### src/verilog/keccak_config.svh
// lane width, grid side, lane count and round count macros
`ifndef KECCAK_CONFIG_SVH
`define KECCAK_CONFIG_SVH

// one lane of the state
`define KECCAK_LANE_W 64

// state is a 5 x 5 grid of lanes
`define KECCAK_GRID 5
`define KECCAK_LANES 25

// Keccak-f[1600] round count
`define KECCAK_ROUNDS 24

`endif

### src/verilog/keccak_pkg.sv
// lane, address and bus types, FSM state enums, rho and pi lookups
`default_nettype none
`include "keccak_config.svh"

package keccak_pkg;

	typedef logic [`KECCAK_LANE_W-1:0] lane_t;
	typedef logic [4:0] lane_idx_t;
	// bank bit above the lane index
	typedef logic [5:0] lane_addr_t;
	typedef logic [4:0] round_t;

	localparam logic BANK_A = 1'b0;
	localparam logic BANK_B = 1'b1;

	typedef struct packed {
		logic cyc;
		logic stb;
		logic we;
		lane_addr_t adr;
		lane_t dat;
	} lane_bus_req_t;

	typedef struct packed {
		logic ack;
		lane_t dat;
	} lane_bus_rsp_t;

	typedef enum logic [2:0] {
		P_IDLE,
		P_LOAD,
		P_WRITE,
		P_HOLD,
		P_READ,
		P_SHOW
	} port_state_e;

	typedef enum logic [2:0] {
		E_IDLE,
		E_PAR_RD,
		E_TH_RD,
		E_TH_WR,
		E_CHI_RD,
		E_CHI_WR
	} engine_state_e;

	// rotate-left amounts, ordered by x + 5*y
	localparam logic [5:0] RHO_TAB [`KECCAK_LANES] = '{
		6'd0,  6'd1,  6'd62, 6'd28, 6'd27,
		6'd36, 6'd44, 6'd6,  6'd55, 6'd20,
		6'd3,  6'd10, 6'd43, 6'd25, 6'd39,
		6'd41, 6'd45, 6'd15, 6'd21, 6'd8,
		6'd18, 6'd2,  6'd61, 6'd56, 6'd14
	};

	function automatic logic [5:0] rho_offset(lane_idx_t idx);
		return RHO_TAB[idx];
	endfunction

	// lane (x,y) lands on (y, 2x+3y mod 5)
	function automatic lane_idx_t pi_dest(lane_idx_t idx);
		int x;
		int y;
		x = idx % `KECCAK_GRID;
		y = idx / `KECCAK_GRID;
		return lane_idx_t'(y + `KECCAK_GRID * ((2 * x + 3 * y) % `KECCAK_GRID));
	endfunction

endpackage

`default_nettype wire

### src/verilog/lane_bus_arbiter.sv
// fixed-priority two-master Wishbone classic arbiter for the lane RAM
`timescale 1ns/1ps
`default_nettype none

module lane_bus_arbiter
	import keccak_pkg::*;
(
	input wire logic clk,
	input wire logic rst,
	input wire lane_bus_req_t port_req,
	input wire lane_bus_req_t eng_req,
	input wire lane_bus_rsp_t ram_rsp,
	output lane_bus_req_t ram_req,
	output lane_bus_rsp_t port_rsp,
	output lane_bus_rsp_t eng_rsp
);

	logic gnt_port;
	logic gnt_eng;
	logic own_port_q;
	logic own_eng_q;

	// engine keeps the bus while its cycle is open, otherwise the port wins
	assign gnt_port = port_req.cyc && !(own_eng_q && eng_req.cyc);
	assign gnt_eng = eng_req.cyc && !gnt_port;

	always_ff @(posedge clk or posedge rst) begin
		if (rst) begin
			own_port_q <= 1'b0;
			own_eng_q <= 1'b0;
		end else begin
			own_port_q <= gnt_port;
			own_eng_q <= gnt_eng;
		end
	end

	always_comb begin
		if (gnt_port) begin
			ram_req = port_req;
		end else if (gnt_eng) begin
			ram_req = eng_req;
		end else begin
			ram_req = '0;
		end
	end

	// ack belongs to whoever held the bus when the RAM sampled stb
	assign port_rsp = '{ack: ram_rsp.ack && own_port_q, dat: ram_rsp.dat};
	assign eng_rsp = '{ack: ram_rsp.ack && own_eng_q, dat: ram_rsp.dat};

	// the acked master must own the request the RAM took and still hold its cycle
	a_port_ack_granted: assert property (@(posedge clk) disable iff (rst)
		port_rsp.ack |-> (port_req.cyc && $past(ram_req === port_req)))
		else $error("stream port got an ack without holding the grant");

	a_eng_ack_granted: assert property (@(posedge clk) disable iff (rst)
		eng_rsp.ack |-> (eng_req.cyc && $past(ram_req === eng_req)))
		else $error("round engine got an ack without holding the grant");

endmodule

`default_nettype wire

### config.mk
export PLATFORM = sky130hd
export DESIGN_NAME = lane_bus_arbiter
export DESIGN_NICKNAME = d
export VERILOG_FILES = /design/src/verilog/keccak_pkg.sv /design/src/verilog/lane_bus_arbiter.sv
export VERILOG_INCLUDE_DIRS = /design/src /design/src/verilog
export SDC_FILE = /design/constraint.sdc
export NUM_CORES = 1
export LEC_CHECK = 0
export BUFFER_PORTS_ARGS = -buffer_cell sky130_fd_sc_hd__buf_4
export CELL_PAD_IN_SITES_DETAIL_PLACEMENT = 2
export CELL_PAD_IN_SITES_GLOBAL_PLACEMENT = 2
export CORE_AREA = 3 3 162 164
export CTS_BUF_LIST = sky130_fd_sc_hd__clkbuf_2
export DETAILED_ROUTE_END_ITERATION = 16
export DIE_AREA = 0 0 165 167
export PLACE_DENSITY = 0.67
export SYNTH_ARGS = -nofsm -noshare
export SYNTH_HDL_FRONTEND = slang
export SYNTH_SLANG_ARGS = --single-unit
### constraint.sdc
create_clock -name clk -period 3.1 [get_ports clk]
set_input_delay 0.155 -clock clk [delete_from_list [all_inputs] [get_ports clk]]
set_output_delay 0.155 -clock clk [all_outputs]
set_load 0.01 [all_outputs]
* Yosys cells after proc, flatten, opt, wreduce, memory -nomap -nowiden *
Index checks and enable logic that the tools add are counted.
Widths: inputs -> output; s select.

storage, ports and cells
  input bits = 213
  word-level logic and storage cells = 11
  register bits after elaboration = 2

operators by class
  reductions and logical operators = 7
  muxes and demuxes = 2

operator list
  kind               count
  $mux 73            2
  $logic_and 1x1->1  5
  $logic_not 1->1    2

* Depth between registers and ports, before layout *
  depth in word-level cells = 7
  mapped depth = 4
  depth with buffers taken out = 2

* Worst setup path before layout *
Ideal clock, no wire load.

  path kind = reg2out
  start point = register own_eng_q
  end point = output ram_req[10] (netlist name)
  setup slack = 1,893 ps
  buffers on the path = 2
  arrival time = 1,052 ps
  stages on the path, launching flop included = 5
  cells stage by stage = dfrtp_1 > nand2b_1 > buf_6 > buf_6 > a32o_1

RTL lines
  item                      RTL line                source
  start: declaration        lane_bus_arbiter.sv:21  logic own_eng_q;
  start signal: assignment  lane_bus_arbiter.sv:33  own_eng_q <= gnt_eng;
  end: declaration          lane_bus_arbiter.sv:13  output lane_bus_req_t ram_req,

==> flow_metrics.env <==
export IMPL_start_util_pct=7.84
export IMPL_die_area_um2=27600
export IMPL_multi_input_area_um2=773
export IMPL_rsz0062_at_grt="false"
export IMPL_syn_area_um2=1960
export IMPL_tns_ns=0
export IMPL_fin_crit_ns=2.13
export IMPL_core_um2=25000
export IMPL_rows=58
export IMPL_ys_seq_area_share_pct=2.55
export IMPL_required_ns=2.94
export IMPL_hpwl_um=8410
export IMPL_ys_types=11
export IMPL_synth_edff_count=0
export IMPL_cts_max_level=1
export IMPL_io_buffers=223
export IMPL_area_growth_pct=51.9
export IMPL_synth_top_area_share_pct=52.0
export IMPL_syn_nets=446
export IMPL_seqCellArea_um2=50.0
export IMPL_die_y_um=167
export IMPL_reg2reg_depth=2
export IMPL_holdPathStages=0
export IMPL_n_fill_cell=2962
export IMPL_fin_crit_sh_pct=68.7
export IMPL_grt_max_degree=47
export IMPL_post_cts_resize_count=0
export IMPL_p_leak_uw=0.00134
export IMPL_tightest_slew_ns=0.686
export IMPL_grt_pass1_wl_um=14000
export IMPL_synth_cells=233
export IMPL_cts_clk_slew_worst_paths_ns=0.03
export IMPL_ir_drop_mv=0.0374
export IMPL_clkSinkCount=2
export IMPL_yosys_top_cells_area="buf_4 52%, a32o_1 37%, buf_6 4.6%, dfrtp_1 2.5%, buf_2 1.8%"
export IMPL_wire_per_inst_um=16.0
export IMPL_hold_path_class="input port to primary output"
export IMPL_async_flop_share_pct=100
export IMPL_vias=2137
export IMPL_netlist_top_cells_count="136 x buf_4, 72 x a32o_1, 8 x buf_6"
export IMPL_ys_flop_type="dfrtp_1"
export IMPL_fmax_mhz=470
export IMPL_drc=0
export IMPL_grt_pass1_vias=2332
export IMPL_avgSynthCellArea_um2=8.43
export IMPL_end_kind="primary output"
export IMPL_hold_viol_final=0
export IMPL_skew_ns=0.00208
export IMPL_synth_seq_cells=2
export IMPL_clockBufferDepth=2
export IMPL_finalSetupViolations=0
export IMPL_drv_cap=0
export IMPL_via_per_inst=3.33
export IMPL_critPathKind="register to primary output"
export IMPL_drv_slew=0
export IMPL_antenna_left=0
export IMPL_p_total_uw=553
export IMPL_antennaDiodeCount=0
export IMPL_status="complete, no violations"
export IMPL_final_nets=527
export IMPL_grtUsageTotal_pct=6.52
export IMPL_cp_start_kind="register"
export IMPL_antenna_found_initial=0
export IMPL_first_pass_iters=4
export IMPL_cts_tree="built"
export IMPL_cts_made_buffers=3
export IMPL_power_density_nw_per_um2=186
export IMPL_crit_fanout=46
export IMPL_pin_count=416
export IMPL_gp_congestion=0.650
export IMPL_max_slew_margin_pct=54.3
export IMPL_yosys_area_top_type="buf_4"
export IMPL_drt_wl_total_um=10300
export IMPL_cts_root_buf="clkbuf_2"
export IMPL_cp_arrival_ns=1.97
export IMPL_drive_above_1_share_pct=74.7
export IMPL_cts_setup_buffers=0
export IMPL_ctsHoldBuffers=1
export IMPL_gr_total_overflow=0
export IMPL_drt_iter0_drc=51
export IMPL_post_synth_top_count_cell="buf_4"
export IMPL_yosysWarningCount=0
export IMPL_die_w_um=165
export IMPL_clock_latency_ns=0.19
==> worst max-delay path: stages (launching register included) <==
cell	delay, ns
dfrtp_1	0.40
nand2b_2	0.52
buf_12	0.34
a32o_1	0.33
buf_4	0.15
==> flip-flops by register name (all words and copies together) (netlist names) <==
| name | flops |
|---|---|
| own_eng_q | 1 |
| own_port_q | 1 |
==> power breakdown <==
part	internal, µW	switching, µW	total [µW]
registers	28.1	1.33	29.5
clock network	25.6	13.3	38.8
logic	287	199	485
total	340	213	553
==> layout make-up <==
cell class | instances | share of cell area [%]
Sequential cell | 2 | 1.68
Timing Repair Buffer | 228 | 57.9
Clock buffer | 3 | 0.504
Inverter | 1 | 0.126
Tap cell | 330 | 13.8
Multi-Input combinational cell | 78 | 25.9
==> through the flow <==
stage	utilization, %	cells	hold slack [ns]	worst slack, ns	instance area (µm²)
5_1_grt	11.9	642	0.310	0.816	2980
4_1_cts	11.9	642	0.310	0.914	2980
2_1_floorplan	-	233	-0.104	1.89	1960
3_5_place_dp	11.8	638	0.0284	1.12	2960
6_report	11.9	642	0.310	0.970	2980
3_3_place_gp	11.8	638	0.0172	1.12	2960
==> cell usage in the layout (no fill, tap or decap), drive strengths merged <==
cell	n
a21boi	1
a32o	72
and2	3
buf	227
clkbuf	3
dfrtp	2
dlygate4sd3	1
inv	1
nand2b	1
or2	1
==> cells by family after synthesis <==
logic type      count (synthesis)  synth area share [%]
flops                           2                  2.55
compound gates                 73                  37.1
simple gates                    5                  1.59
buf+inv                       153                  58.8
==> routing by layer <==
| layer | wire length, µm | GRT usage [%] | vias up |
|---|---|---|---|
| met3 | 1290 | 2.49 | 46 |
| met2 | 5180 | 11.8 | 168 |
| met1 | 3400 | 6.55 | 1001 |
| li1 | - | - | 922 |
| met5 | 0 | 0 | - |
| met4 | 378 | 2.92 | 0 |
==> final timing paths <==
check,from,endpoint,slack (ns)
max in group asynchronous,rst,own_eng_q,2.59
setup reg to reg,own_eng_q,own_eng_q,1.73
hold / removal,ram_rsp[11],eng_rsp[11],0.31
setup / recovery,own_eng_q,ram_req[28],0.97
hold reg to reg,own_eng_q,own_port_q,0.61
min in group asynchronous,rst,own_port_q,0.40
Power figures use the tool's default switching activity.
