File: src/verilog/keccak_config.svh
// lane width, grid side, lane count and round count macros
`ifndef KECCAK_CONFIG_SVH
`define KECCAK_CONFIG_SVH

// one lane of the state
`define KECCAK_LANE_W 64

// state is a 5 x 5 grid of lanes
`define KECCAK_GRID 5
`define KECCAK_LANES 25

// Keccak-f[1600] round count
`define KECCAK_ROUNDS 24

`endif

File: src/verilog/keccak_pkg.sv
// lane, address and bus types, FSM state enums, rho and pi lookups
`default_nettype none
`include "keccak_config.svh"

package keccak_pkg;

	typedef logic [`KECCAK_LANE_W-1:0] lane_t;
	typedef logic [4:0] lane_idx_t;
	// bank bit above the lane index
	typedef logic [5:0] lane_addr_t;
	typedef logic [4:0] round_t;

	localparam logic BANK_A = 1'b0;
	localparam logic BANK_B = 1'b1;

	typedef struct packed {
		logic cyc;
		logic stb;
		logic we;
		lane_addr_t adr;
		lane_t dat;
	} lane_bus_req_t;

	typedef struct packed {
		logic ack;
		lane_t dat;
	} lane_bus_rsp_t;

	typedef enum logic [2:0] {
		P_IDLE,
		P_LOAD,
		P_WRITE,
		P_HOLD,
		P_READ,
		P_SHOW
	} port_state_e;

	typedef enum logic [2:0] {
		E_IDLE,
		E_PAR_RD,
		E_TH_RD,
		E_TH_WR,
		E_CHI_RD,
		E_CHI_WR
	} engine_state_e;

	// rotate-left amounts, ordered by x + 5*y
	localparam logic [5:0] RHO_TAB [`KECCAK_LANES] = '{
		6'd0,  6'd1,  6'd62, 6'd28, 6'd27,
		6'd36, 6'd44, 6'd6,  6'd55, 6'd20,
		6'd3,  6'd10, 6'd43, 6'd25, 6'd39,
		6'd41, 6'd45, 6'd15, 6'd21, 6'd8,
		6'd18, 6'd2,  6'd61, 6'd56, 6'd14
	};

	function automatic logic [5:0] rho_offset(lane_idx_t idx);
		return RHO_TAB[idx];
	endfunction

	// lane (x,y) lands on (y, 2x+3y mod 5)
	function automatic lane_idx_t pi_dest(lane_idx_t idx);
		int x;
		int y;
		x = idx % `KECCAK_GRID;
		y = idx / `KECCAK_GRID;
		return lane_idx_t'(y + `KECCAK_GRID * ((2 * x + 3 * y) % `KECCAK_GRID));
	endfunction

endpackage

`default_nettype wire

File: src/verilog/lane_ram.sv
// two-bank lane memory with a Wishbone classic slave port
`timescale 1ns/1ps
`default_nettype none
`include "keccak_config.svh"

module lane_ram
	import keccak_pkg::*;
(
	input wire logic clk,
	input wire logic rst,
	input wire lane_bus_req_t req,
	output lane_bus_rsp_t rsp
);

	localparam int DEPTH = 2 * `KECCAK_LANES;

	lane_t mem [DEPTH];
	logic ack_q;
	lane_t rdat_q;
	logic sel;
	logic [5:0] word;

	// a held request is not taken again in its ack cycle
	assign sel = req.cyc && req.stb && !ack_q;

	// bank B sits right above the 25 state lanes
	assign word = req.adr[5] ? 6'(req.adr[4:0]) + 6'(`KECCAK_LANES) : 6'(req.adr[4:0]);

	always_ff @(posedge clk or posedge rst) begin
		if (rst) begin
			ack_q <= 1'b0;
		end else begin
			ack_q <= sel;
		end
	end

	always_ff @(posedge clk) begin
		if (sel) begin
			if (req.we) begin
				mem[word] <= req.dat;
			end else begin
				rdat_q <= mem[word];
			end
		end
	end

	assign rsp = '{ack: ack_q, dat: rdat_q};

	a_single_ack: assert property (@(posedge clk) disable iff (rst)
		(req.cyc && req.stb && rsp.ack) |=> !rsp.ack)
		else $error("lane RAM acknowledged one request twice");

endmodule

`default_nettype wire

File: config.mk
export PLATFORM = sky130hd
export DESIGN_NAME = lane_ram
export DESIGN_NICKNAME = d
export VERILOG_FILES = /design/src/verilog/keccak_pkg.sv /design/src/verilog/lane_ram.sv
export VERILOG_INCLUDE_DIRS = /design/src /design/src/verilog
export SDC_FILE = /design/constraint.sdc
export NUM_CORES = 2
export LEC_CHECK = 0
export ABC_AREA = 1
export BUFFER_PORTS_ARGS = -buffer_cell sky130_fd_sc_hd__clkbuf_2
export CORE_MARGIN = 2
export CORE_UTILIZATION = 38
export CTS_CLUSTER_DIAMETER = 30
export CTS_CLUSTER_SIZE = 28
export DETAILED_ROUTE_END_ITERATION = 12
export REMOVE_ABC_BUFFERS = 1
export SYNTH_ARGS = -nofsm -noshare
export SYNTH_HDL_FRONTEND = slang
export SYNTH_SLANG_ARGS = --single-unit
File: constraint.sdc
create_clock -name clk -period 9.4 [get_ports clk]
set_input_delay 0.47 -clock clk [delete_from_list [all_inputs] [get_ports clk]]
set_output_delay 0.47 -clock clk [all_outputs]
set_load 0.01 [all_outputs]
=== Yosys cells after proc, flatten, opt, wreduce, memory -nomap -nowiden ===
Memories as Yosys holds them, arrays and structs flattened. A register that Yosys moved wholly into a read port is not among the register bits.
Index checks and enable logic that the tools add are counted.
W data, S select, Z words.

* Bits in writable memories: 3200
* Bits in read-only memories: 0
* Latch bits: 0
* Word-level logic and storage cells: 12
* Flip-flop bits (word level): 1
* Memories: 1
* Output and inout bits: 65

{| class="wikitable"
|+ Memory list
! memory !! depth !! bits a word !! rd ports !! clocked after Yosys merged registers in !! wr ports !! RTL line !! RTL
|-
| mem || 50 || 64 || 1 || 1 || 1 || lane_ram.sv:17 || <nowiki>lane_t mem [DEPTH];</nowiki>
|}

* Shift-type cells: 0
* Divide/modulo/power cells: 0
* $mul: 0
* $lt $le $gt $ge: 0
* Reduce and logical (&&, ||, !) cells: 4
* Multiplexer cells: 4
* Add/subtract/negate cells: 1
* Bitwise gates (word level): 1
* Equal/unequal tests: 0

{| class="wikitable"
|+ Operator list
! kind !! number
|-
| $add A5 B5 Y6 const B || 1
|-
| $mux W6 || 1
|-
| $mux W1 || 3
|-
| $logic_and A1 B1 Y1 || 2
|-
| $reduce_and A2 Y1 || 1
|-
| $logic_not A1 Y1 || 1
|-
| $not A1 Y1 || 1
|}

=== Logic depth before layout (Yosys ltp) ===
* Depth in word-level cells: 4
* Gate-level depth with buffers: 15
* Gate-level depth less buffers: 12

=== Least setup slack after synthesis ===
Ideal clock, no wire load.

* Path kind: input port to flip-flop
* From: input port req[70] (netlist bit)
* To: register rdat_q[0], read port of mem, enable pin
* Stages: 1
* Data required time: 8749 ps
* Arrival: 6749 ps
* Path slack: 2000 ps
* Buffers on the path: 0
* Setup time: 651 ps
* Path through: nor4_1

* Longest elaborated chain between the ends: 2

{| class="wikitable"
|+ RTL lines
! item !! RTL line !! RTL
|-
| start: declaration || lane_ram.sv:11 || <nowiki>input wire lane_bus_req_t req,</nowiki>
|-
| $not A1 Y1 (no source line) || - ||
|-
| $reduce_and A2 Y1 (no source line) || - ||
|-
| end: declaration || lane_ram.sv:19 || <nowiki>lane_t rdat_q;</nowiki>
|}

Every way passes these cells.

=== Worst setup path in the final report ===
* From: input port req[69] (netlist bit)
* To: register rdat_q[26], read port of mem (data pin)

* Longest elaborated chain between the ends: 1

{| class="wikitable"
|+ RTL lines
! item !! RTL line !! RTL
|-
| $mux W6 || lane_ram.sv:27 || <nowiki>assign word = req.adr[5] ? 6'(req.adr[4:0]) + 6'(`KECCAK_LANES) : 6'(req.adr[4:0]);</nowiki>
|}

Every way passes these cells.

==> impl_metrics.json <==
{
  "grt_pass1_wl_um": 610200,
  "die_x_um": 595.9,
  "avgRoutedWirePerCell_um": 24.11,
  "cp-startpoint": "req[69]",
  "synth-seq-area-share": 0.7365,
  "tns_ps": 0,
  "ys.flop_type": "edfxtp_1",
  "instances_no_fill": 17530,
  "ys_ff_latch": 3265,
  "hold_violations": 0,
  "grt_overflow": 0,
  "synth.top_cell.area_share": 0.7363,
  "tritoncts": "done",
  "first_pass_iters": 7,
  "fp.dieH_um": 595.9,
  "critical_path.max_stage_delay_ps": 990,
  "crit_top_cell": "nand2_1",
  "relSlewSlack": 0.08129,
  "p_per_area_nw_per_um2": 258.8,
  "synth_edf_count": 3264,
  "clockRootBuffer": "clkbuf_16",
  "die_area_um2": 355000,
  "max-clock-path-buffers": 4,
  "drive_above_1_share": 0.1092,
  "clock_latency_ps": 1050,
  "worstSetupPathType": "in2reg",
  "r2r_slack_ps": 4910,
  "row_count": 217,
  "status": "finished, final reports clean",
  "via_per_inst": 5.245,
  "ys_top_cells_by_count": "nand2_1 (6496), edfxtp_1 (3264), nand3_1 (963), clkbuf_1 (328), o21ai_1 (320)",
  "drv_cap": 0,
  "critPathRequiredTime_ps": 10270,
  "yosysMostFrequentCell": "nand2_1",
  "cts_sinks": 3265,
  "finalMaxSlewViolations": 0,
  "r2r-end": "mem[36][34]",
  "grt_pass1_vias": 88390,
  "yosys-top-cells-area": "edfxtp_1 (74%), nand2_1 (18%), nand3_1 (3.6%)",
  "grt_antenna_before_repair": 22,
  "rsz0062_at_grt": "false",
  "area_growth_pct": 21.28,
  "drc": 0,
  "placed_cells": 16310,
  "grt_usage": 0.2329,
  "period_share": 0.5134,
  "path_cells": "clkbuf_2 -> inv_2 -> nand2_8 -> nand2_4 -> buf_12 -> buf_12 -> buf_4 -> nand2_1 -> nand2_1 -> nand2_1 -> nand2_1 -> o21ai_1 -> nand2_1 -> nor2_1 -> nand2_1",
  "vias": 91920,
  "cts_inserted_buffers": 656,
  "critPathSlowestCell": "buf_4",
  "numPortBuffers": 139,
  "worstMarginPinSlew_ps": 1378,
  "endpoint": "rdat_q[26]",
  "clk_pin_slew_ps": 40,
  "synth.distinct_cells": 22,
  "skew_ps": 48.00,
  "pre_cts_ws_ps": 3593,
  "worst_slack_ps": 4574,
  "crit_path_max_fanout": 211,
  "setup_viol": 0,
  "max_freq_mhz": 207.2,
  "syn_inst": 12070,
  "peakVddDrop_mv": 0.2267,
  "synth_warnings": 0,
  "finish.net_count": 12450,
  "grt_max_degree": 212,
  "worst_ep_arrival_time_ps": 5700,
  "post_cts_resized": 0,
  "min_path_type": "in2reg",
  "yosys.area.top_type": "edfxtp_1",
  "io_pins": 140,
  "async_reset_ff_frac": 0.0003063,
  "post_cts_buffers": 0,
  "avgSynthCellArea_um2": 11.03,
  "power_leakage_uw": 0.06446,
  "core_um2": 349200,
  "wirelength_um": 422600,
  "whs_ps": 111.4,
  "end_kind": "register",
  "crit-reg2reg-launch": "ack_q",
  "antenna_left": 0,
  "finalCriticalPeriod_ps": 4826,
  "drt-initial-drc-count": 11050,
  "place_congestion": 0.7761,
  "hpwl_um": 193800,
  "synth_area_um2": 133100,
  "cp-start-kind": "primary input",
  "htreeDepth": 6,
  "initial_core_util": 0.3812,
  "ff2ff_path_depth": 7
}
## power breakdown
part / internal, µW / switching [µW]
clock network: 15500 / 7970
logic: 482 / 1710
registers: 16100 / 14.1
## layer usage
metal	share of wire	up-vias	global-route usage
li1	-	41470	-
met1	0.41	44960	0.3155
met2	0.46	4656	0.3748
met3	0.098	818	0.04664
met4	0.032	16	0.07813
met5	0.00022	-	0
## flip-flops by register name, indices dropped and copies added, names as in the netlist
register and cells:
mem 3200, rdat_q 64, ack_q 1
## worst min path at each step
stage | from | to | slack, ps | depth (start not counted)
after floorplan | rst | ack_q | 200 | 1
after global placement | rst | ack_q | 290 | 2
after detailed placement | rst | ack_q | 290 | 2
after CTS | req[70] | rdat_q[63] | 120 | 3
after global routing | req[70] | rdat_q[63] | 140 | 3
final | req[70] | rdat_q[63] | 110 | 3
## what timing repair did
item / 4_1_cts / 5_1_grt
hold endpoints to repair: 2 / 0
hold buffers: 4 / 0
setup endpoints to repair: 0 / 0
## cells in the final DEF, fill, tap and decap left out, drive strengths merged
cell type | synthesis | routed
inv | 19 | 64
clkinvlp | 0 | 63
nand2 | 6501 | 6501
clkinv | 1 | 271
ha | 1 | 1
edfxtp | 3264 | 3264
dfrtp | 1 | 1
nor2 | 318 | 318
nor3 | 1 | 1
diode | 0 | 7
nand4 | 1 | 1
clkbuf | 328 | 879
nand3 | 964 | 964
buf | 348 | 175
o21ai | 320 | 320
dlygate4sd3 | 0 | 4
a21oi | 1 | 1
nor4 | 1 | 1
bufinv | 0 | 91
## stage by stage
stage                     cell area, µm²  power (µW)  utilization
after floorplan                   130200       17900            -
after global placement            138800       18560       0.3976
after detailed placement          138800       18570       0.3976
after CTS                         161400       41970       0.4623
after global routing              161400       42910       0.4623
final                             161400       41780       0.4623
## logic make-up (layout without fill, tap and decap cells)
logic type,count (synthesis),after routing,synth area share
adders and majority gates,1,1,0.00009398
and+or+nand+nor,7786,7786,0.2289
other,0,7,0
DFF,3265,3265,0.7365
buffers and inverters,696,1547,0.02237
AOI/OAI and AO/OA,321,321,0.01215
## cell type report
class | count | area (µm²)
inverters | 20 | 87.58
multi-input cells | 8108 | 32600
repair buffers | 318 | 2375
clock buffers | 740 | 16880
well taps | 4599 | 5754
fillers | 31090 | 187700
diodes | 7 | 17.52
clock inverters | 469 | 5682
flip-flops and latches | 3265 | 98040
## worst max-delay path, delay by kind of cell
kind	cells	cell delay (ps)
AND/OR/NAND/NOR	9	1920
AO/OA/AOI/OAI	1	60
buffers and inverters	5	2820
(Power assumes the default switching activity.)
