### config.mk
export PLATFORM = sky130hd
export DESIGN_NAME = lane_stream_port
export DESIGN_NICKNAME = d
export VERILOG_FILES = /design/src/verilog/keccak_pkg.sv /design/src/verilog/lane_stream_port.sv
export VERILOG_INCLUDE_DIRS = /design/src /design/src/verilog
export SDC_FILE = /design/constraint.sdc
export NUM_CORES = 1
export LEC_CHECK = 0
export ABC_AREA = 0
export BUFFER_PORTS_ARGS = -buffer_cell sky130_fd_sc_hd__buf_2
export CAP_MARGIN = 20
export CORE_MARGIN = 3
export CORE_UTILIZATION = 46
export DETAILED_ROUTE_END_ITERATION = 10
export GPL_TIMING_DRIVEN = 0
export PLACE_DENSITY_LB_ADDON = 0.25
export SLEW_MARGIN = 10
export SYNTH_ARGS = -nofsm -noshare
export SYNTH_HDL_FRONTEND = slang
export SYNTH_SLANG_ARGS = --single-unit
### constraint.sdc
create_clock -name clk -period 19.5 [get_ports clk]
set_clock_uncertainty 0.05 [all_clocks]
set_input_delay 1.95 -clock clk [delete_from_list [all_inputs] [get_ports clk]]
set_output_delay 1.95 -clock clk [all_outputs]
set_load 0.01 [all_outputs]
### src/verilog/keccak_config.svh
// lane width, grid side, lane count and round count macros
`ifndef KECCAK_CONFIG_SVH
`define KECCAK_CONFIG_SVH

// one lane of the state
`define KECCAK_LANE_W 64

// state is a 5 x 5 grid of lanes
`define KECCAK_GRID 5
`define KECCAK_LANES 25

// Keccak-f[1600] round count
`define KECCAK_ROUNDS 24

`endif

### src/verilog/keccak_pkg.sv
// lane, address and bus types, FSM state enums, rho and pi lookups
`default_nettype none
`include "keccak_config.svh"

package keccak_pkg;

	typedef logic [`KECCAK_LANE_W-1:0] lane_t;
	typedef logic [4:0] lane_idx_t;
	// bank bit above the lane index
	typedef logic [5:0] lane_addr_t;
	typedef logic [4:0] round_t;

	localparam logic BANK_A = 1'b0;
	localparam logic BANK_B = 1'b1;

	typedef struct packed {
		logic cyc;
		logic stb;
		logic we;
		lane_addr_t adr;
		lane_t dat;
	} lane_bus_req_t;

	typedef struct packed {
		logic ack;
		lane_t dat;
	} lane_bus_rsp_t;

	typedef enum logic [2:0] {
		P_IDLE,
		P_LOAD,
		P_WRITE,
		P_HOLD,
		P_READ,
		P_SHOW
	} port_state_e;

	typedef enum logic [2:0] {
		E_IDLE,
		E_PAR_RD,
		E_TH_RD,
		E_TH_WR,
		E_CHI_RD,
		E_CHI_WR
	} engine_state_e;

	// rotate-left amounts, ordered by x + 5*y
	localparam logic [5:0] RHO_TAB [`KECCAK_LANES] = '{
		6'd0,  6'd1,  6'd62, 6'd28, 6'd27,
		6'd36, 6'd44, 6'd6,  6'd55, 6'd20,
		6'd3,  6'd10, 6'd43, 6'd25, 6'd39,
		6'd41, 6'd45, 6'd15, 6'd21, 6'd8,
		6'd18, 6'd2,  6'd61, 6'd56, 6'd14
	};

	function automatic logic [5:0] rho_offset(lane_idx_t idx);
		return RHO_TAB[idx];
	endfunction

	// lane (x,y) lands on (y, 2x+3y mod 5)
	function automatic lane_idx_t pi_dest(lane_idx_t idx);
		int x;
		int y;
		x = idx % `KECCAK_GRID;
		y = idx / `KECCAK_GRID;
		return lane_idx_t'(y + `KECCAK_GRID * ((2 * x + 3 * y) % `KECCAK_GRID));
	endfunction

endpackage

`default_nettype wire

### src/verilog/lane_stream_port.sv
// stream port that loads lanes into bank A and streams result lanes out
`timescale 1ns/1ps
`default_nettype none
`include "keccak_config.svh"

module lane_stream_port
	import keccak_pkg::*;
(
	input wire logic clk,
	input wire logic rst,
	input wire logic pushin,
	input wire logic firstin,
	input wire lane_t din,
	input wire logic stopout,
	input wire logic perm_done,
	input wire lane_bus_rsp_t bus_rsp,
	output logic stopin,
	output logic pushout,
	output logic firstout,
	output lane_t dout,
	output logic load_done,
	output lane_bus_req_t bus_req
);

	port_state_e state_q;
	lane_idx_t idx_q;
	logic cyc_q;
	lane_t wdat_q;
	logic accept;
	logic last_lane;

	assign last_lane = (idx_q == lane_idx_t'(`KECCAK_LANES - 1));

	// in idle only a lane flagged by firstin opens a block
	assign accept = pushin && !stopin &&
		((state_q == P_LOAD) || (state_q == P_IDLE && firstin));

	assign bus_req = '{
		cyc: cyc_q,
		stb: cyc_q,
		we: (state_q == P_WRITE),
		adr: {BANK_A, idx_q},
		dat: wdat_q
	};

	always_ff @(posedge clk or posedge rst) begin
		if (rst) begin
			state_q <= P_IDLE;
			idx_q <= '0;
			cyc_q <= 1'b0;
			stopin <= 1'b0;
			pushout <= 1'b0;
			firstout <= 1'b0;
			load_done <= 1'b0;
		end else begin
			load_done <= 1'b0;
			case (state_q)
				P_IDLE, P_LOAD: begin
					if (accept) begin
						cyc_q <= 1'b1;
						stopin <= 1'b1;
						state_q <= P_WRITE;
					end
				end
				P_WRITE: begin
					if (bus_rsp.ack) begin
						cyc_q <= 1'b0;
						if (last_lane) begin
							// stopin stays up until the block has left
							load_done <= 1'b1;
							idx_q <= '0;
							state_q <= P_HOLD;
						end else begin
							stopin <= 1'b0;
							idx_q <= idx_q + 5'd1;
							state_q <= P_LOAD;
						end
					end
				end
				P_HOLD: begin
					if (perm_done) begin
						cyc_q <= 1'b1;
						state_q <= P_READ;
					end
				end
				P_READ: begin
					if (bus_rsp.ack) begin
						cyc_q <= 1'b0;
						pushout <= 1'b1;
						firstout <= (idx_q == '0);
						state_q <= P_SHOW;
					end
				end
				P_SHOW: begin
					if (!stopout) begin
						pushout <= 1'b0;
						firstout <= 1'b0;
						if (last_lane) begin
							idx_q <= '0;
							stopin <= 1'b0;
							state_q <= P_IDLE;
						end else begin
							idx_q <= idx_q + 5'd1;
							cyc_q <= 1'b1;
							state_q <= P_READ;
						end
					end
				end
				default: begin
					state_q <= P_IDLE;
				end
			endcase
		end
	end

	always_ff @(posedge clk) begin
		if (accept) begin
			wdat_q <= din;
		end
		if (state_q == P_READ && bus_rsp.ack) begin
			dout <= bus_rsp.dat;
		end
	end

	a_pushout_held: assert property (@(posedge clk) disable iff (rst)
		(pushout && stopout) |=> pushout)
		else $error("pushout dropped while stopout was high");

endmodule

`default_nettype wire

# Word-level counts from Yosys, hierarchy flattened
# Cells that the tools add are included.
dict set report op_classes {
  add_sub_neg 1
  n_eq_ne 15
  n_mux 31
  n_reduce_logical 19
}
# cell count
set op_table {}
lappend op_table {{3-bit 2-to-1 mux} 6}
lappend op_table {{2-bit inequality test, second input constant} 8}
lappend op_table {{1-bit 2-to-1 mux} 15}
lappend op_table {{5-bit 2-to-1 mux} 3}
lappend op_table {{3-bit one-hot mux with 5 select lines} 1}
lappend op_table {{6-bit AND reduction} 2}
lappend op_table {{5-bit one-hot mux with 2 select lines} 1}
lappend op_table {{3-bit by 2-bit equality test with 1-bit output, second input constant} 2}
lappend op_table {{3-bit equality test, second input constant} 2}
lappend op_table {{3-bit AND reduction} 2}
lappend op_table {{5-bit by 1-bit adder with 5-bit output, second input constant} 1}
lappend op_table {{5-bit equality test, second input constant} 1}
lappend op_table {{5-bit logical NOT} 1}
lappend op_table {{5-bit AND reduction} 1}
lappend op_table {{1-bit logical AND} 4}
lappend op_table {{1-bit one-hot mux with 2 select lines} 2}
lappend op_table {{1-bit one-hot mux with 4 select lines} 1}
lappend op_table {{2-bit nonzero test} 2}
lappend op_table {{4-bit nonzero test} 1}
lappend op_table {{2-bit OR reduction} 2}
lappend op_table {{3-bit by 1-bit equality test with 1-bit output, second input constant} 1}
lappend op_table {{3-bit logical NOT} 1}
lappend op_table {{1-bit one-hot mux with 3 select lines} 1}
lappend op_table {{3-bit nonzero test} 1}
lappend op_table {{other kinds (4)} 4}
dict set report word_totals {
  regBits 141
  input_bits 135
  wordCells 75
}

# Depth between registers and ports, before layout
dict set report logic_depth {
  depth_word 6
  mapped_depth 7
  depth_no_buf 6
}

# Worst setup path after synthesis
# No wires, ideal clock.
dict set report synth_timing {
  path_kind {input to register}
  startpoint {input port pushin}
  endpoint {register stopin}
  setup_ns 0.112
  t_arrival_ns 8.685
  required_ns 19.338
  path_slack_ns 10.653
  path_stages 3
  cell_sequence {nand2b_1 -> nor4_1 -> o21bai_1}
}
dict set report synth_between {
  elab_chain_cells 4
}
# item line_no
set synth_lines {}
lappend synth_lines {{start: declaration} lane_stream_port.sv:11} ;# input wire logic pushin,
lappend synth_lines {{1-bit logical AND (2 in a row)} lane_stream_port.sv:35} ;# assign accept = pushin && !stopin &&
lappend synth_lines {{named net accept} lane_stream_port.sv:29} ;# logic accept;
lappend synth_lines {{2-bit inequality test (no source line)} --}
lappend synth_lines {{6-bit AND reduction (no source line)} --}
lappend synth_lines {{end signal: assignment} lane_stream_port.sv:51} ;# stopin <= 1'b0;
lappend synth_lines {{end signal: assignment} lane_stream_port.sv:61} ;# stopin <= 1'b1;
lappend synth_lines {{end signal: assignment} lane_stream_port.sv:74} ;# stopin <= 1'b0;
lappend synth_lines {{end: declaration} lane_stream_port.sv:17} ;# output logic stopin,
# The timed path passes the listed nets, and every way through them passes these cells.
# A chain may end at the register's enable or synchronous reset.

==> run_summary.xml <==
<?xml version="1.0" encoding="UTF-8"?>
<metrics>
  <group name="logic_synthesis">
    <metric name="synth.top_cell.area_share" unit="%">82.1</metric>
    <metric name="synth.distinct_cells" unit="">36</metric>
    <metric name="synth.cell_area" unit="mm²">0.00468</metric>
    <metric name="synth-edff-count" unit="">128</metric>
    <metric name="dominantRegCellSynth" unit="">sky130_fd_sc_hd__edfxtp_1</metric>
    <metric name="postSynth.asyncResetShare" unit="%">9.22</metric>
    <metric name="ys_seq_area_share" unit="%">89.0</metric>
    <metric name="syn-instance-count" unit="">223</metric>
    <metric name="syn_nets" unit="">360</metric>
    <metric name="yosys-top-cells-area" unit="">sky130_fd_sc_hd__edfxtp_1 82%, sky130_fd_sc_hd__dfrtp_1 6.9%, sky130_fd_sc_hd__o21ai_0 1.1%</metric>
    <metric name="synth_area_leader_cell" unit="">sky130_fd_sc_hd__edfxtp_1</metric>
    <metric name="yosys_register_bits" unit="">141</metric>
    <metric name="syn_area_per_cell" unit="µm²">21.0</metric>
    <metric name="yosys_warnings" unit="">0</metric>
  </group>
  <group name="global_routing">
    <metric name="grt_antenna_before_repair" unit="">0</metric>
    <metric name="first_global_vias" unit="">3094</metric>
    <metric name="globalRouteOverflowTotal" unit="">0</metric>
    <metric name="grt_max_degree" unit="">31</metric>
    <metric name="global_route_wire_length_before_repair" unit="µm">17500</metric>
    <metric name="overall_global_routing_usage" unit="%">21.0</metric>
  </group>
  <group name="final_layout">
    <metric name="areaGrowthSynthToFinish" unit="%">47.5</metric>
    <metric name="antenna-diode-count" unit="">0</metric>
    <metric name="filler_free_cell_count_of_the_finished_design" unit="">670</metric>
    <metric name="nets" unit="">663</metric>
    <metric name="final_layout_size_suffix_gt1_share" unit="%">60.5</metric>
    <metric name="final_non_filler_cell_area" unit="mm²">0.00691</metric>
  </group>
  <group name="timing">
    <metric name="min_period" unit="ns">3.57</metric>
    <metric name="timing.setup.tns" unit="ns">0</metric>
    <metric name="worst_pin_slew" unit="ns">0.688</metric>
    <metric name="fmaxAchievable" unit="MHz">280</metric>
    <metric name="final.period_utilization" unit="%">18.3</metric>
    <metric name="grt_setup_unrepaired" unit="">false</metric>
    <metric name="finalSetupViolations" unit="">0</metric>
    <metric name="slew_headroom" unit="%">53.7</metric>
    <metric name="report.final.hold_viol_count" unit="">0</metric>
    <metric name="hold-worst-slack" unit="ns">0.499</metric>
    <metric name="timing.final.max_slew_violations" unit="">0</metric>
  </group>
  <group name="critical_path">
    <metric name="path_delay_family" unit="">flip-flops</metric>
    <metric name="worst_path_most_repeated_cell" unit="">sky130_fd_sc_hd__buf_2</metric>
    <metric name="cp_max_fo" unit="">10</metric>
    <metric name="critical_path_data_required_time" unit="ns">17.50</metric>
    <metric name="crit_path_end_kind" unit="">output pin</metric>
    <metric name="crit_path_max_incr_delay" unit="ns">0.40</metric>
    <metric name="path_buf_inv" unit="">2</metric>
    <metric name="crit_path_slowest_cell" unit="">sky130_fd_sc_hd__dfrtp_1</metric>
    <metric name="crit_arrival" unit="ns">1.57</metric>
    <metric name="crit_chain" unit="">buf_2 &gt; or2b_1 &gt; nor2_1 &gt; buf_2</metric>
    <metric name="worstSetupPathType" unit="">reg2out</metric>
    <metric name="launching_element_type_of_the_critical_path" unit="">flip-flop</metric>
  </group>
  <group name="detailed_routing">
    <metric name="drtPass1Iterations" unit="">4</metric>
    <metric name="initialDrtViolationCount" unit="">197</metric>
    <metric name="total_number_of_vias" unit="">3153</metric>
    <metric name="drcViolationCount" unit="">0</metric>
    <metric name="count_of_antenna_violating_nets_left_after_detailed_routing" unit="">0</metric>
    <metric name="wire_per_inst" unit="µm">18.3</metric>
    <metric name="vias_per_cell" unit="">4.71</metric>
    <metric name="routed_wl" unit="µm">12200</metric>
  </group>
  <group name="clock_network">
    <metric name="cts_root_buf" unit="">sky130_fd_sc_hd__clkbuf_8</metric>
    <metric name="numCtsBuffers" unit="">17</metric>
    <metric name="holdBufCountCts" unit="">0</metric>
    <metric name="tritoncts" unit="">yes</metric>
    <metric name="worstSkewPairLatency" unit="ns">0.50</metric>
    <metric name="cts_post_setup_buffers_inserted" unit="">0</metric>
    <metric name="max-clock-path-buffers" unit="">2</metric>
    <metric name="clock_sink_count" unit="">141</metric>
    <metric name="post_cts_resize_count" unit="">0</metric>
    <metric name="clk_pin_slew" unit="ns">0.06</metric>
    <metric name="cts_max_level" unit="">4</metric>
  </group>
  <group name="floorplanning">
    <metric name="floorplan.core_area" unit="mm²">0.00982</metric>
    <metric name="die_h" unit="µm">107</metric>
    <metric name="boundaryPins" unit="">276</metric>
    <metric name="die_w" unit="µm">107</metric>
    <metric name="fp.dieArea" unit="mm²">0.0114</metric>
    <metric name="floorplan.initialDensity" unit="%">47.7</metric>
    <metric name="fp-row-count" unit="">36</metric>
  </group>
  <group name="flow_run">
    <metric name="max_capacitance_violation_total" unit="">0</metric>
  </group>
  <group name="place">
    <metric name="finalWeightedCongestion" unit="">0.862</metric>
    <metric name="portBuffers" unit="">274</metric>
    <metric name="placedCellCount" unit="">640</metric>
    <metric name="detailed_place_hpwl" unit="µm">9460</metric>
    <metric name="post_dp_cell_area" unit="mm²">0.00634</metric>
  </group>
  <group name="worst_hold_path">
    <metric name="hold_path.class" unit="">reg2reg</metric>
  </group>
  <group name="pwr">
    <metric name="total_leakage_power" unit="nW">2.96</metric>
    <metric name="vdd_ir_drop_max" unit="µV">65.4</metric>
    <metric name="power_density" unit="mW/mm²">124</metric>
  </group>
  <group name="outcome">
    <metric name="run_status" unit="">finished, final reports clean</metric>
  </group>
</metrics>
-- tightest hold or removal path: stages, from the launching register on --
cell,delay (ns)
sky130_fd_sc_hd__dfrtp_1,0.36
sky130_fd_sc_hd__o21ai_0,0.08
sky130_fd_sc_hd__o21ai_0,0.07
-- layer usage --
| layer | track usage [%] | up-vias | part of all wire, % |
|---|---|---|---|
| li1 | - | 1466 | - |
| met1 | 24.9 | 1516 | 36 |
| met2 | 36.6 | 159 | 55 |
| met3 | 5.78 | 12 | 7.4 |
| met4 | 7.95 | 0 | 1.7 |
| met5 | 0 | - | 0 |
-- cells in the mapped netlist (all sizes together) (2+ instances only) --
master	number
and2	2
nand2b	5
o21ai	14
nand3	4
mux2	3
nor2b	6
edfxtp	128
a21oi	4
buf	8
nand4bb	2
dfrtp	13
ha	2
nand2	4
inv	4
nor2	9
-- cell families after synthesis --
| kind of cell | after synthesis | share of synthesized area (%) |
|---|---|---|
| fa+ha+maj | 2 | 0.534 |
| buf+inv | 12 | 1.47 |
| mux | 3 | 0.801 |
| simple gates | 37 | 4.65 |
| other cells | 1 | 0.0801 |
| flops | 141 | 89.0 |
| compound gates | 27 | 3.45 |
-- state kept, by name (all words and copies together), names as in the netlist, 3 cells and up --
name	flops
idx_q	5
wdat_q	64
state_q	3
dout	64
-- through the flow --
step	power, mW	setup slack, ns	utilization, %
final	0.855	15.93	70.4
after global routing	0.893	15.81	70.4
after CTS	0.863	15.90	70.4
after detailed placement	0.554	15.69	64.6
after global placement	0.547	8.53	63.4
after floorplan	0.484	10.65	-
-- placed cells by master, fill, tap and decap left out, types with 3 or more instances in the layout --
cell                        Yosys  final
sky130_fd_sc_hd__buf_2          4    279
sky130_fd_sc_hd__edfxtp_1     128    128
sky130_fd_sc_hd__clkbuf_16      0     16
sky130_fd_sc_hd__dfrtp_1       13     13
sky130_fd_sc_hd__o21ai_0       10     10
sky130_fd_sc_hd__buf_4          3      9
sky130_fd_sc_hd__nor2_1         9      8
sky130_fd_sc_hd__nor2b_1        6      6
sky130_fd_sc_hd__nand3_1        4      4
sky130_fd_sc_hd__o21ai_1        4      4
sky130_fd_sc_hd__inv_1          4      4
sky130_fd_sc_hd__nand2b_1       4      4
sky130_fd_sc_hd__nand2_1        4      4
sky130_fd_sc_hd__a21oi_1        4      4
sky130_fd_sc_hd__clkinv_2       0      4
sky130_fd_sc_hd__bufinv_16      0      3
-- layout make-up --
type                       instances  area [µm²]
inverter                           4        15.0
clock inverter                    12         148
buffer                             8        53.8
clock buffer                      18         418
tap                              133         166
fill                             702        2910
sequential                       141        4170
timing repair buffer             284        1480
multi-input combinational         70         459
-- final timing paths --
kind                       slack (ns)              startpoint  cells past startpoint                    to
max                             15.93  state_q[2]$_DFFE_PP0P_                      4           bus_req[70]
min                              0.50     pushout$_DFFE_PP0P_                      2   pushout$_DFFE_PP0P_
max reg2reg                     17.20  state_q[2]$_DFFE_PP0P_                      5  wdat_q[33]$_DFFE_PP_
min reg2reg                      0.50     pushout$_DFFE_PP0P_                      2   pushout$_DFFE_PP0P_
max in group asynchronous       17.62                     rst                      2  idx_q[1]$_DFFE_PP0P_
min in group asynchronous        1.43                     rst                      2   load_done$_DFF_PP0_
-- power breakdown --
group / switching, mW / internal [mW]
Sequential: 0.0193 / 0.376
Clock: 0.115 / 0.193
Combinational: 0.0848 / 0.0676
Power figures use the tool's default switching activity.
